### src/riscvCorePkg.sv
package riscvCorePkg;

   // Data, address and PC values.
   typedef logic [31:0] word_t;

   // Register index.
   typedef logic [4:0] regAddr_t;

   // ALU operation.
   typedef logic [2:0] aluCtrl_t;

   // Writeback source. Bit 0 marks a load.
   typedef logic [1:0] resultSel_t;

   // Forwarding source for an execute operand.
   typedef logic [1:0] fwdSel_t;

   localparam aluCtrl_t ALU_ADD = 3'b000;
   localparam aluCtrl_t ALU_SUB = 3'b001;
   localparam aluCtrl_t ALU_AND = 3'b010;
   localparam aluCtrl_t ALU_OR  = 3'b011;
   localparam aluCtrl_t ALU_XOR = 3'b100;
   localparam aluCtrl_t ALU_SLT = 3'b101;

   localparam resultSel_t RES_ALU = 2'b00;
   localparam resultSel_t RES_MEM = 2'b01;
   localparam resultSel_t RES_PC4 = 2'b10;

   // Register value, writeback result, memory-stage ALU result.
   localparam fwdSel_t FWD_REG = 2'b00;
   localparam fwdSel_t FWD_WB  = 2'b01;
   localparam fwdSel_t FWD_MEM = 2'b10;

endpackage
### src/hazardUnit.sv
`timescale 1ns/1ps

module hazardUnit import riscvCorePkg::*; (
   input  regAddr_t rs1D,
   input  regAddr_t rs2D,
   input  regAddr_t rs1E,
   input  regAddr_t rs2E,
   input  regAddr_t rdE,
   input  regAddr_t rdM,
   input  regAddr_t rdW,
   input  logic     loadE,
   input  logic     regWriteM,
   input  logic     regWriteW,
   input  logic     pcSrcE,
   output fwdSel_t  forwardA,
   output fwdSel_t  forwardB,
   output logic     stallD,
   output logic     flushE
);

   // Youngest producer wins; x0 is never forwarded.
   function automatic fwdSel_t pickForward(input regAddr_t rs);
      if (regWriteM && rdM != 5'd0 && rdM == rs) begin
         return FWD_MEM;
      end
      if (regWriteW && rdW != 5'd0 && rdW == rs) begin
         return FWD_WB;
      end
      return FWD_REG;
   endfunction

   assign forwardA = pickForward(rs1E);
   assign forwardB = pickForward(rs2E);

   // Load result is not ready until writeback.
   assign stallD = loadE && (rdE != 5'd0) && (rdE == rs1D || rdE == rs2D);

   // Stall inserts a bubble; a redirect squashes the presented instruction.
   assign flushE = stallD || pcSrcE;

endmodule

### config.mk
export PLATFORM = sky130hd
export DESIGN_NAME = hazardUnit
export DESIGN_NICKNAME = d
export VERILOG_FILES = /design/src/riscvCorePkg.sv /design/src/hazardUnit.sv
export SDC_FILE = /design/constraint.sdc
export NUM_CORES = 1
export LEC_CHECK = 0
export BUFFER_PORTS_ARGS = -buffer_cell sky130_fd_sc_hd__buf_2
export CORE_AREA = 5 5 42 44
export DETAILED_ROUTE_END_ITERATION = 10
export DIE_AREA = 0 0 47 49
export PLACE_DENSITY = 0.83
export SKIP_LAST_GASP = 1
export SLEW_MARGIN = 15
export SYNTH_ARGS = -nofsm -noshare
export SYNTH_HDL_FRONTEND = slang
export SYNTH_SLANG_ARGS = --single-unit
### constraint.sdc
create_clock -name vclk -period 2.3
set_input_delay 0.345 -clock vclk [all_inputs]
set_output_delay 0.345 -clock vclk [all_outputs]
set_load 0.005 [all_outputs]
# == After elaboration in Yosys (flattened, before gate mapping) ==
# Index checks and enable logic that the tools add are counted.
# totals
out_inout_bits,6
elab_cells,33
input_bits,39
register_bits,0
# classes
eq_ne,6
reduce_logical,13
mux,14
# op_table
op,n
5-bit equality test,6
2-bit 2-to-1 mux,8
5-bit nonzero test,3
1-bit logical AND,8
1-bit 2-to-1 mux,6
1-bit logical OR,2

# == Depth between registers and ports, before layout ==
# Gate-level depths: netlist of run 1.
# logic_depth
word_depth,7
mapped_depth,4
ltp_nobuf,4

# == Least setup slack after synthesis of run 1 ==
# OpenSTA, ideal clock, no wires.
# synth_path
path_kind,in2out
start,in rdM[1]
end,out forwardA[0]
required_time_ns,1.955
t_arrival_ns,1.385
cell_stages,4
path_buffers,0
slack_ns,0.570
path_cell_list,or4_1 > o21ai_2 > nor4_1 > nor4_2
# synth_between
elab_chain_len,5
elab_cells_between_ends,6
classes_between,1 x eq/ne; 2 x mux; 3 x reduce/logical
# synth_rtl
element,line,source
from (decl),hazardUnit.sv:9,"input regAddr_t rdM,"
5-bit nonzero test,hazardUnit.sv:23,if (regWriteM && rdM != 5'd0 && rdM == rs) begin
1-bit logical AND,hazardUnit.sv:23,
1-bit logical AND *,hazardUnit.sv:23,
1-bit 2-to-1 mux *,hazardUnit.sv:23,
2-bit 2-to-1 mux *,hazardUnit.sv:26,if (regWriteW && rdW != 5'd0 && rdW == rs) begin
to (decl),hazardUnit.sv:15,"output fwdSel_t forwardA,"
# Mark *: on every way between the ends. The rest lies on a longest branch, timed or not.

# == Worst setup path in the final report of run 1 ==
# layout_path
start,in rdM[1]
end,out forwardB[0]
# layout_between
elab_chain_len,5
elab_cells_between_ends,6
classes_between,1 x eq/ne; 2 x mux; 3 x reduce/logical
# layout_rtl
element,line,source
5-bit nonzero test,hazardUnit.sv:23,
1-bit logical AND,hazardUnit.sv:23,
1-bit logical AND *,hazardUnit.sv:23,
1-bit 2-to-1 mux *,hazardUnit.sv:23,
2-bit 2-to-1 mux *,hazardUnit.sv:26,
to (decl),hazardUnit.sv:16,"output fwdSel_t forwardB,"
# Marked as above.

==> out/results.ini, run 1 <==
[logic_synthesis]
synth_cell_types = 13
synth_cells = 51
netlist_area_um2 = 402.9
yosys.cell_count.top_type = xor2_1
yosysSeqAreaShare = 0
synth-warning-count = 0
synth.area.top_cells = xor2_1 52%, xnor2_1 13%, or4_1 9.3%, nor4_2 6.2%, nor4_1 3.1%
syn_nets = 90
avgSynthCellArea_um2 = 7.900
synth_top_area_frac = 0.5217
synth_common_cells = 24 x xor2_1, 6 x xnor2_1, 5 x or4_1, 3 x nor2_1
yosys.area.top_type = xor2_1

[pwr]
ir_drop_uv = 65.97
comb_power_share = 1.000
p_sw_frac = 0.4753
pwr-share-seq = 0
power.share.clock = 0
p_switching_w = 0.00005090
intPower_w = 0.00005619
p_per_area_nw_per_um2 = 165.2
p_leak_nw = 0.3239

[timing]
tns_ns = 0
clock.fmax_ghz = 0.5044
fin_crit_sh = 0.8620
worstMarginPinSlew_ns = 0.4085
slew_headroom = 0.7251
postLayoutSetupSlackWorst_ns = 0.3173
rsz0062_at_grt = false
drv_slew = 0
setup_viol = 0
finalHoldViolations = 0
post-route-min-period_ns = 1.983

[clocking]
cts-resized-gates = 0
postCtsSetupBuffers = 0
ctsHoldBuffers = 0

[place]
dp.final_hpwl_um = 1278
dp.cells = 112
place_ws_ns = 0.3103
portBuffers = 45
place_congestion = 0.7914
post_dp_cell_area_um2 = 648.1

[worst_hold_path]
hold_class = primary input to primary output
holdCritStartpoint = pcSrcE
holdPathStages = 3
min_to = flushE

[final_layout]
fill_cells = 140
finalInstanceArea_um2 = 648.1
clock_buffers = 0
drive_above_1_share = 0.5000
nNetsFinal = 137
fin_cells = 112
multi_input_area_um2 = 402.9
utilization = 0.4625
design.seq.count = 0
antenna_cells = 0
syn2layout_area_growth_pct = 60.87
area.sequential_um2 = 0

[die]
die-area_um2 = 2303
initial_utilization = 0.2875
num_rows = 14
die_h_um = 49
die_w_um = 47
core_area_um2 = 1401
io_pins = 45

[outcome]
status = finished clean

[global_routing]
gr-total-overflow = 0
antenna_found_initial = 0
grt_pass1_wl_um = 2001
grt_max_degree = 4
grt_util_all_layers = 0.1095
grt_pass1_vias = 559

[worst_setup_path]
crit_start = rdM[1]
worstSetupPathType = primary input to primary output
critPathCaptureType = primary output
critPathLaunchType = primary input
critical_path.cell_chain = buf_2 -> or4_1 -> o21ai_2 -> nor4_1 -> nor4_2 -> buf_2
crit_top_cell = buf_2
critical-path-slowest-cell = or4_1
cp.required_ns = 1.96
arrival_ns = 1.64
critPathMaxFanout = 3
cp_slowest_stage_delay_ns = 0.53

[route]
vias = 561
firstDrtPassIters = 1
viasPerCell = 5.009
drtIter0Drc = 0
wl_per_cell_um = 11.69
drcViolationCount = 0
route.antenna.remaining_nets = 0
routed_wl_um = 1309

[job]
drv_cap = 0

[area by class of cell]
cell class | count | area share
timing repair buffer | 45 | 0.3475
multi-input combinational | 51 | 0.6216
tap | 16 | 0.03089
[worst max-delay path: cells and delay by family]
kind / cells / cell delay [ns]
AOI/OAI and AO/OA: 1 / 0.15
buffers and inverters: 2 / 0.27
and+or+nand+nor: 3 / 0.87
[worst max path at each step]
stage / end / cells after the start / slack [ns]
floorplan: forwardA[0] / 4 / 0.57
global placement: forwardA[0] / 6 / 0.34
detailed placement: forwardA[0] / 6 / 0.31
CTS: forwardA[0] / 6 / 0.30
global route: forwardA[0] / 6 / 0.22
finish: forwardB[0] / 6 / 0.32
[cells in the final DEF, fill, tap and decap left out]
cell / synthesis / final
buf_2: 0 / 45
a22oi_1: 1 / 1
nor4_2: 2 / 2
xor2_1: 24 / 24
nand3_1: 2 / 2
or4_1: 5 / 5
o21ai_2: 1 / 1
nor4_1: 2 / 2
xnor2_1: 6 / 6
nor2_1: 3 / 3
nor3_1: 2 / 2
o21ai_1: 1 / 1
o21ai_0: 1 / 1
o21bai_1: 1 / 1
[cells by family after synthesis]
group | after synthesis | synth area share
AOI/OAI and AO/OA | 5 | 0.08384
xor gates and xnor gates | 30 | 0.6522
and+or+nand+nor | 16 | 0.2640
[power groups by stage]
| stage | clock network (W) | logic [W] | registers (W) |
|---|---|---|---|
| after floorplan | 0 | 0.0000485 | 0 |
| after global placement | 0 | 0.000104 | 0 |
| after detailed placement | 0 | 0.000108 | 0 |
| after CTS | 0 | 0.000109 | 0 |
| after global routing | 0 | 0.000119 | 0 |
| final | 0 | 0.000107 | 0 |
[per-layer routing]
metal  vias up  routed length, um  GRT usage
met5         -                  0          0
met4         0                  0          0
met3         0                265    0.02583
met2        44                671     0.2262
met1       246                373     0.1065
li1        271                  -          -
[per-stage QoR]
stage / total power (W) / hold WS (ns)
floorplan: 0.00004851 / 0.7842
CTS: 0.0001087 / 0.9566
global placement: 0.0001041 / 0.9484
detailed placement: 0.0001084 / 0.9560
global route: 0.0001187 / 0.9812
finish: 0.0001071 / 0.9495
Power figures use the tool's default switching activity.
==> run 2: changes to the inputs <==
Settings changed: CORE_AREA 5 5 42 44 to 2 2 39 41, DIE_AREA 0 0 47 49 to 0 0 41 43.
==> out/results.ini, run 2 (same netlist as run 1, synthesis figures left out) <==
[outcome]
status = finished clean

[die]
die_w_um = 41
core_area_um2 = 1384
io_pins = 45
die_h_um = 43
initial_utilization = 0.2911
die-area_um2 = 1763
num_rows = 14

[pwr]
p_per_area_nw_per_um2 = 167.1
comb_power_share = 1.000
intPower_w = 0.00005622
p_leak_nw = 0.3239
ir_drop_uv = 68.73
p_sw_frac = 0.4807
pwr-share-seq = 0
p_switching_w = 0.00005205
power.share.clock = 0

[timing]
drv_slew = 0
worstMarginPinSlew_ns = 0.5175
rsz0062_at_grt = false
fin_crit_sh = 0.8743
finalHoldViolations = 0
setup_viol = 0
post-route-min-period_ns = 2.011
slew_headroom = 0.6518
clock.fmax_ghz = 0.4973
tns_ns = 0

[clocking]
postCtsSetupBuffers = 0
ctsHoldBuffers = 0
cts-resized-gates = 0

[final_layout]
clock_buffers = 0
fin_cells = 112
syn2layout_area_growth_pct = 60.87
nNetsFinal = 137
area.sequential_um2 = 0
design.seq.count = 0
final_cell_mix = 45 x buf_2, 24 x xor2_1, 6 x xnor2_1
final_common_cell = buf_2
antenna_cells = 0
drive_above_1_share = 0.5000

[route]
drcViolationCount = 0
drtIter0Drc = 12
firstDrtPassIters = 4
vias = 540
wl_per_cell_um = 11.38
route.antenna.remaining_nets = 0
viasPerCell = 4.821
routed_wl_um = 1274

[global_routing]
busiest_layer = met2
met2_usage = 0.2875
gr-total-overflow = 0
grt_use_met3 = 0.005236
grt_max_degree = 4
globalRouteMet1Util = 0.1994
antenna_found_initial = 0
grt_pass1_vias = 536
grt_pass1_wl_um = 2083
grt_util_all_layers = 0.1598

[worst_setup_path]
worstSetupPathType = primary input to primary output
critPathMaxFanout = 3
cp.required_ns = 1.96
critPathLaunchType = primary input
critPathCaptureType = primary output
arrival_ns = 1.67

[worst_hold_path]
hold_class = primary input to primary output

[place]
place_congestion = 0.9125
portBuffers = 45
dp.cells = 112
dp.final_hpwl_um = 1239

[job]
drv_cap = 0

## run 2: cell counts in the layout (fill, tap and decap cells not counted)
No cell type changed its count.
## run 2: final cells by class
class | instances | area (um2)
timing repair buffer | 45 | 225.2
tap | 16 | 20.02
fill | 138 | 735.7
multi-input combinational | 51 | 402.9
## run 2: power by group through the flow
stage                     Sequential (W)  Clock [W]  Combinational [W]
after floorplan                        0          0          0.0000485
after global placement                 0          0           0.000105
after detailed placement               0          0           0.000109
after CTS                              0          0           0.000109
after global routing                   0          0           0.000120
final                                  0          0           0.000108
## run 2: worst max-delay path, cell delays in order
cell	delay, ns
buf_2	0.12
or4_1	0.53
o21ai_2	0.15
nor4_1	0.10
nor4_2	0.27
buf_2	0.15
## run 2: stage by stage
stage | worst slack, ns | utilization | hold WS, ns | instance area, um2 | total power (W)
floorplan | 0.5695 | - | 0.7842 | 402.9 | 0.00004851
global placement | 0.3389 | 0.4684 | 0.9628 | 648.1 | 0.0001055
detailed placement | 0.3025 | 0.4684 | 0.9688 | 648.1 | 0.0001087
CTS | 0.2987 | 0.4684 | 0.9688 | 648.1 | 0.0001089
global route | 0.2054 | 0.4684 | 0.9811 | 648.1 | 0.0001198
finish | 0.2891 | 0.4684 | 0.9649 | 648.1 | 0.0001083
## run 2: routing by layer
layer	vias to the layer above	share of wire
met5	-	0
li1	272	-
met4	0	0.010
met1	260	0.37
met2	6	0.61
met3	2	0.0094
## run 2: worst paths after layout
path	from	to	slack, ns	depth (start not counted)
setup / recovery	rdM[1]	forwardA[0]	0.29	6
hold / removal	pcSrcE	flushE	0.96	3
