$ cat src/riscvCorePkg.sv
package riscvCorePkg;

   // Data, address and PC values.
   typedef logic [31:0] word_t;

   // Register index.
   typedef logic [4:0] regAddr_t;

   // ALU operation.
   typedef logic [2:0] aluCtrl_t;

   // Writeback source. Bit 0 marks a load.
   typedef logic [1:0] resultSel_t;

   // Forwarding source for an execute operand.
   typedef logic [1:0] fwdSel_t;

   localparam aluCtrl_t ALU_ADD = 3'b000;
   localparam aluCtrl_t ALU_SUB = 3'b001;
   localparam aluCtrl_t ALU_AND = 3'b010;
   localparam aluCtrl_t ALU_OR  = 3'b011;
   localparam aluCtrl_t ALU_XOR = 3'b100;
   localparam aluCtrl_t ALU_SLT = 3'b101;

   localparam resultSel_t RES_ALU = 2'b00;
   localparam resultSel_t RES_MEM = 2'b01;
   localparam resultSel_t RES_PC4 = 2'b10;

   // Register value, writeback result, memory-stage ALU result.
   localparam fwdSel_t FWD_REG = 2'b00;
   localparam fwdSel_t FWD_WB  = 2'b01;
   localparam fwdSel_t FWD_MEM = 2'b10;

endpackage
$ cat src/executeStage.sv
`timescale 1ns/1ps

module executeStage import riscvCorePkg::*; (
   input  logic       clk,
   input  logic       rst,
   input  word_t      rd1E,
   input  word_t      rd2E,
   input  regAddr_t   rdE,
   input  word_t      immExtE,
   input  word_t      pcE,
   input  logic       regWriteE,
   input  logic       aluSrcE,
   input  logic       memWriteE,
   input  logic       jumpE,
   input  logic       branchE,
   input  resultSel_t resultSrcE,
   input  aluCtrl_t   aluControlE,
   input  word_t      resultW,
   input  fwdSel_t    forwardA,
   input  fwdSel_t    forwardB,
   output word_t      aluResultM,
   output word_t      writeDataM,
   output word_t      pcPlus4M,
   output word_t      pcTargetE,
   output regAddr_t   rdM,
   output logic       regWriteM,
   output logic       memWriteM,
   output resultSel_t resultSrcM,
   output logic       pcSrcE
);

   word_t srcA;
   word_t fwdB;
   word_t srcB;
   word_t aluResultE;
   logic  zeroE;

   // Operand source after forwarding.
   function automatic word_t pickOperand(input fwdSel_t sel, input word_t regValue);
      case (sel)
         FWD_WB: begin
            return resultW;
         end
         FWD_MEM: begin
            return aluResultM;
         end
         default: begin
            return regValue;
         end
      endcase
   endfunction

   assign srcA = pickOperand(forwardA, rd1E);
   assign fwdB = pickOperand(forwardB, rd2E);

   // Immediate replaces B; store data keeps the forwarded register.
   assign srcB = aluSrcE ? immExtE : fwdB;

   aluUnit alu (
      .a          (srcA),
      .b          (srcB),
      .aluControl (aluControlE),
      .result     (aluResultE),
      .zero       (zeroE)
   );

   assign pcTargetE = pcE + immExtE;
   assign pcSrcE    = (branchE && zeroE) || jumpE;

   always_ff @(posedge clk or posedge rst) begin
      if (rst) begin
         regWriteM  <= 1'b0;
         memWriteM  <= 1'b0;
         resultSrcM <= RES_ALU;
         rdM        <= '0;
      end else begin
         regWriteM  <= regWriteE;
         memWriteM  <= memWriteE;
         resultSrcM <= resultSrcE;
         rdM        <= rdE;
      end
   end

   always_ff @(posedge clk) begin
      aluResultM <= aluResultE;
      writeDataM <= fwdB;
      pcPlus4M   <= pcE + 32'd4;
   end

endmodule

$ cat src/aluUnit.sv
`timescale 1ns/1ps

module aluUnit import riscvCorePkg::*; (
   input  word_t    a,
   input  word_t    b,
   input  aluCtrl_t aluControl,
   output word_t    result,
   output logic     zero
);

   logic lessThan;

   // Signed compare for slt.
   assign lessThan = $signed(a) < $signed(b);

   always_comb begin
      case (aluControl)
         ALU_ADD: begin
            result = a + b;
         end
         ALU_SUB: begin
            result = a - b;
         end
         ALU_AND: begin
            result = a & b;
         end
         ALU_OR: begin
            result = a | b;
         end
         ALU_XOR: begin
            result = a ^ b;
         end
         ALU_SLT: begin
            result = {31'd0, lessThan};
         end
         default: begin
            result = '0;
         end
      endcase
   end

   // beq uses sub, so zero means equal operands.
   assign zero = (result == '0);

endmodule

$ cat config.mk
export PLATFORM = sky130hd
export DESIGN_NAME = executeStage
export DESIGN_NICKNAME = d
export VERILOG_FILES = /design/src/riscvCorePkg.sv /design/src/executeStage.sv /design/src/aluUnit.sv
export SDC_FILE = /design/constraint.sdc
export NUM_CORES = 1
export LEC_CHECK = 0
export BUFFER_PORTS_ARGS = -buffer_cell sky130_fd_sc_hd__buf_2
export CORE_ASPECT_RATIO = 0.8
export CORE_MARGIN = 2
export CORE_UTILIZATION = 45
export CTS_BUF_LIST = sky130_fd_sc_hd__clkbuf_8
export DETAILED_ROUTE_END_ITERATION = 8
export GPL_TIMING_DRIVEN = 0
export PLACE_DENSITY = 0.73
export REMOVE_ABC_BUFFERS = 1
export SETUP_SLACK_MARGIN = 0.5
export SLEW_MARGIN = 20
export SYNTH_ARGS = -nofsm -noshare
export SYNTH_HDL_FRONTEND = slang
export SYNTH_SLANG_ARGS = --single-unit
$ cat constraint.sdc
create_clock -name clk -period 7.84 [get_ports clk]
set_clock_uncertainty 0.15 [all_clocks]
set_input_delay 0.784 -clock clk [delete_from_list [all_inputs] [get_ports clk]]
set_output_delay 0.784 -clock clk [all_outputs]
set_load 0.05 [all_outputs]
* Word level (Yosys, flattened, before mapping)
Cells that the tools add are included.
Word-level totals: word-level logic and storage cells 32, memory bits (writable) 0, bits in latches 0, memory bits (read-only) 0, output and inout port bits 138, flip-flop bits (word level) 105, memories kept 0, input bits 181
Operators by class: eq/ne operators 9, multiplexer cells 4, reductions and logical operators 4, $add $sub $neg 4, $lt $le $gt $ge 1, bitwise logic cells 3, divide/modulo/power cells 0, multiply operators 0, shifts and indexed selects 0
Operators by type and width (number):
- 32-bit case mux with 6 select lines | 1
- 32-bit case mux with 2 select lines | 2
- 32-bit adder | 2
- 32-bit by 3-bit adder with 32-bit output (second input constant) | 1
- 32-bit AND | 1
- 32-bit logical NOT | 1
- 32-bit < comparator | 1
- 32-bit two-way mux | 1
- 32-bit bitwise OR | 1
- 32-bit subtractor | 1
- 32-bit bitwise XOR | 1
- 3-bit by 2-bit == test with 1-bit output (second input constant) | 2
- 3-bit == test (second input constant) | 2
- 2-bit by 1-bit == test with 1-bit output (second input constant) | 2
- 2-bit == test (second input constant) | 2
- 3-bit by 1-bit == test with 1-bit output (second input constant) | 1
- 3-bit logical NOT | 1
- 1-bit logical AND | 1
- 1-bit logical OR | 1

* Longest topological paths before layout
depth in word-level cells 8, depth in mapped cells 22, depth with buffers taken out 21

* Hierarchy
From an unflattened synthesis, not the netlist that was laid out.
Second synthesis, totals: cells, all modules 1549, area total of the unflattened synthesis 11629.9 µm²
Modules (own cells, without submodules):
- executeStage | area each 5829.3 µm², times used 1, sequential area each 2147.1 µm², cells each 663
- aluUnit | area each 5800.6 µm², times used 1, sequential area each 0.0 µm², cells each 886

* Worst setup path after synthesis
OpenSTA, ideal clock, no wires.
path type input port to output port, from input port forwardB[0], to output port pcSrcE, setup slack 1486 ps, stages on the path 21, arrival 5420 ps, required time 6906 ps, path buffers 2, path through inv_1 > ha_1 > clkbuf_1 > clkbuf_1 > a21oi_1 > o21ai_0 > ha_1 > inv_1 > fa_1 > nand2b_1 > a211o_1 > o31a_1 > a21o_1 > o21ba_4 > o311ai_4 > a211o_2 > a21oi_2 > a21oi_2 > mux2i_1 > a2111oi_2 > a41o_1
On the way: longest elaborated chain between the ends 8, elaborated cells on any way between the ends 14, those cells by class add/sub: 2; order compare: 1; eq/ne: 2; mux: 3; bitwise: 3; reduce/logical: 3
RTL lines:
- start, declared | line executeStage.sv:20 | input fwdSel_t forwardB,
- 2-bit == test or 2-bit by 1-bit == test with 1-bit output (tied branches) | line executeStage.sv:40 | case (sel)
- 32-bit case mux with 2 select lines * | line executeStage.sv:40
- 32-bit two-way mux * | line executeStage.sv:57 | assign srcB = aluSrcE ? immExtE : fwdB;
- 32-bit subtractor, or another cell as far along | line aluUnit.sv:22 | result = a - b;
- 32-bit case mux with 6 select lines * | line aluUnit.sv:17 | case (aluControl)
- 32-bit logical NOT * | line aluUnit.sv:43 | assign zero = (result == '0);
- 1-bit logical AND * | line executeStage.sv:68 | assign pcSrcE = (branchE && zeroE) || jumpE;
- 1-bit logical OR * | line executeStage.sv:68
- end, declared | line executeStage.sv:29 | output logic pcSrcE
Every way passes the cells marked *; elsewhere a longest branch is shown, timed or not.

* Final worst setup path
from input port forwardA[0], to output port pcSrcE
On the way: longest elaborated chain between the ends 7, elaborated cells on any way between the ends 13, those cells by class add/sub: 2; order compare: 1; eq/ne: 2; mux: 2; bitwise: 3; reduce/logical: 3
RTL lines:
- start, declared | line executeStage.sv:19 | input fwdSel_t forwardA,
- 2-bit == test or 2-bit by 1-bit == test with 1-bit output (tied branches) | line executeStage.sv:40
- 32-bit case mux with 2 select lines * | line executeStage.sv:40
- 32-bit subtractor, or another cell as far along | line aluUnit.sv:22
- 32-bit case mux with 6 select lines * | line aluUnit.sv:17
- via alu.result[4] | line aluUnit.sv:7 | output word_t result,
- 32-bit logical NOT * | line aluUnit.sv:43
- 1-bit logical AND * | line executeStage.sv:68
- 1-bit logical OR * | line executeStage.sv:68
Mark *: on every way through the listed nets, which the timed path passes. The rest lies on a longest branch.

==> run metrics <==
TNS Setup 0 ns; top-area cell type share of the netlist area 0.167; gr usage total 0.313; Num CTS Buffers 9; met1 usage 0.418; antenna violations before repair 0; Placer Congestion 1.00; Lkg Pwr around 0.0066 uW; Top Family by Delay on Critical Path simple AND/OR/NAND/NOR gates; initial DRC count between 1000 and 1500; Final Max Tran Viols 0; syn avg cell area between 7 and 8 sq um; status complete, no violations; Hold Vio Cnt, Final 0; clk slew on worst S/H paths approximately 0.12 ns; CP startpoint kind primary input; Crit Path Class primary input to output pin; post-synth top area cell dfxtp_1; routed vias/inst about 6.1; post-synthesis cell area 0.0115 sq mm; synth warn 0; delay of the slowest critical-path stage 0.58 ns; final net count between 2000 and 2500; Worst Path Arrival roughly 6.2 ns; Top Usage Layer GRT met2; reg-to-reg endpoint aluResultM[31]$_DFF_P_; Synth cell types a little under 90; post-route ant nets 0; EDFF count, synth 0; met2 Track Usage GR 0.491; worst-path cell chain buf_2 > inv_1 > ha_4 > buf_12 > o21ai_0 > ha_1 > inv_1 > fa_1 > nand2b_1 > a211o_1 > a22oi_1 > o221ai_1 > or4_1 > or3_1 > nor4_2 > nand4_1 > nor4_4 > nand2_1 > nor4_2 > a41o_1 > buf_2; IO Count ~320; CTS Buffer Depth 2; Rows 52; number of I/O port buffers 318; RSZ-0062 raised after global routing false; number of global-route vias before repair about 12000; area grow syn2layout 19.7%; Die ar. roughly 0.027 sq mm; ys async rst share 0.0857; Power Density ~200 mW/mm^2; DR pass1 iterations 6; pin count of the biggest net entering global routing 73; via count around 13000; CTS root buf clkbuf_8; CP endpoint kind output pin; Hold Path Class primary input to async pin; Remaining DRCs 0; max cap viols 0; met3 Use GR 0.0791; CP bufs+invs 5; first-pass GRT wire length ~66000 um; synthesized instance count around 1600; Seq/Total Area, Yosys 0.187; CTS tree built; FF+latch count, synth 105; top post-synthesis cells by area dfxtp_1 (17%), ha_1 (15%), a21oi_1 (6.0%), nand2_1 (5.2%), o21ai_0 (5.1%); Routed WL about 45000 um; Clock Latency Late Sink 0.41 ns; Antenna Cells 0; relative max-transition margin 0.224; Core Box Area about 0.025 sq mm; wire per inst roughly 21 um; Initial Util 0.456; maximum vdd drop roughly 110 uV; Tot Pwr between 2000 and 3000 uW; flop2flop setup slack roughly 3.2 ns; hold_buf cts 0; H-tree depth 3; Tcrit/Tclk final 0.911; reg2reg path depth 15; layout cells sized above 1 0.218; Critical R2R Launch aluResultM[5]$_DFF_P_; CTS Sinks approximately 110; global route total overflow 0; post-detail-place hpwl approximately 33000 um; Die W roughly 180 um; ys flop type dfxtp_1; Peak Freq approximately 140 MHz; min Tclk post-route between 7 and 8 ns; slowest CP cell or4_1; Req. time, crit path between 6 and 7 ns; Worst-Margin Slew roughly 1.2 ns; Die Span Y about 150 um; worst-path fanout max 41; endpoints failing setup 0
[layout make-up]
cell class,count,area (sq um)
Fill cell,2441,11400
Multi-Input combinational cell,1249,8560
Sequential cell,105,2150
Timing Repair Buffer,333,1870
Inverter,144,541
Tap cell,324,405
Clock buffer,9,124
Clock inverter,7,88.8
[stage by stage]
step | instance area [sq um] | utilization | instances | setup WS [ns] | hold WS (ns)
final | 13700 | 0.546 | 2171 | 0.697 | 0.160
after global routing | 13700 | 0.546 | 2171 | 0.531 | 0.186
after CTS | 13600 | 0.540 | 2163 | 0.583 | 0.153
after detailed placement | 13200 | 0.526 | 2143 | -0.0501 | 0.476
after global placement | 13200 | 0.522 | 2140 | -1.16 | 0.471
after floorplan | 11200 | - | 1498 | 0.994 | 0.462
[where the power goes]
| group | internal, uW | total, uW | switching [uW] |
|---|---|---|---|
| Combinational | 520 | 1720 | 1200 |
| Sequential | 613 | 655 | 42.2 |
| Clock | 130 | 380 | 251 |
| Total | 1260 | 2750 | 1490 |
[synth_stat cells, drive strengths merged, types with 7 or more instances]
cell       n
a2111oi   12
a211o     11
a211oi    23
a21o      31
a21oi    141
a22oi     69
a31oi     14
and3      11
buf       21
clkbuf    63
dfrtp      9
dfxtp     96
ha       141
inv      144
mux2i     11
nand2    159
nand2b    22
nand3     23
nand4     14
nor2     128
nor2b     21
nor3      29
nor4       9
o211ai    20
o21a       7
o21ai    126
o21bai    18
o22ai      7
o31a       9
or2       15
or3       10
or4        8
xnor2     43
xor2      20
[flip-flops by register name, summed over array words and instances, names as in the netlist]
register	flops
aluResultM	32
regWriteM	1
writeDataM	32
rdM	5
pcPlus4M	32
memWriteM	1
resultSrcM	2
[placed cells by master (no fill, tap or decap), drive strengths merged, types with 29 or more instances in the layout]
master  count
a21o       31
a21oi     141
a22oi      69
buf       331
dfxtp      96
ha        141
inv       146
nand2     159
nor2      128
nor3       29
o21ai     126
xnor2      43
[cells by family (layout without fill, tap and decap cells)]
| group | count (synthesis) | after routing | synth area share |
|---|---|---|---|
| buffers and inverters | 228 | 493 | 0.0758 |
| XOR/XNOR | 63 | 63 | 0.0480 |
| adder cells (fa/ha/maj) | 144 | 144 | 0.159 |
| flip-flops | 105 | 105 | 0.187 |
| AO/OA/AOI/OAI | 558 | 558 | 0.326 |
| AND/OR/NAND/NOR | 472 | 472 | 0.194 |
| multiplexers | 12 | 12 | 0.0106 |
[worst register-to-register path, delay by kind of cell, from the launching register on]
family | cells | cell delay [ns]
compound gates | 10 | 2.86
fa+ha+maj | 1 | 0.62
simple gates | 3 | 0.47
flops | 1 | 0.36
mux | 1 | 0.06
[what timing repair did]
item,4_1_cts,5_1_grt
buffers inserted,4,8
setup endpoints to repair,1,1
gates cloned,0,0
resized for setup,6,7
pin swaps,1,1
[how the worst max path moves through the flow]
stage / from / end / slack (ns) / cells after the start
after floorplan: forwardB[0] / pcSrcE / 0.99 / 19
after global placement: forwardB[0] / pcSrcE / -1.16 / 21
after detailed placement: forwardB[1] / pcSrcE / -0.05 / 23
after CTS: forwardB[0] / pcSrcE / 0.58 / 23
after global routing: forwardA[0] / pcSrcE / 0.53 / 21
final: forwardA[0] / pcSrcE / 0.70 / 21
[metal layers]
metal / part of all wire / up-vias
li1: - / 6179
met1: 0.42 / 6164
met2: 0.43 / 735
met3: 0.12 / 82
met4: 0.032 / 4
met5: 0.00094 / -
(Power assumes the default switching activity.)
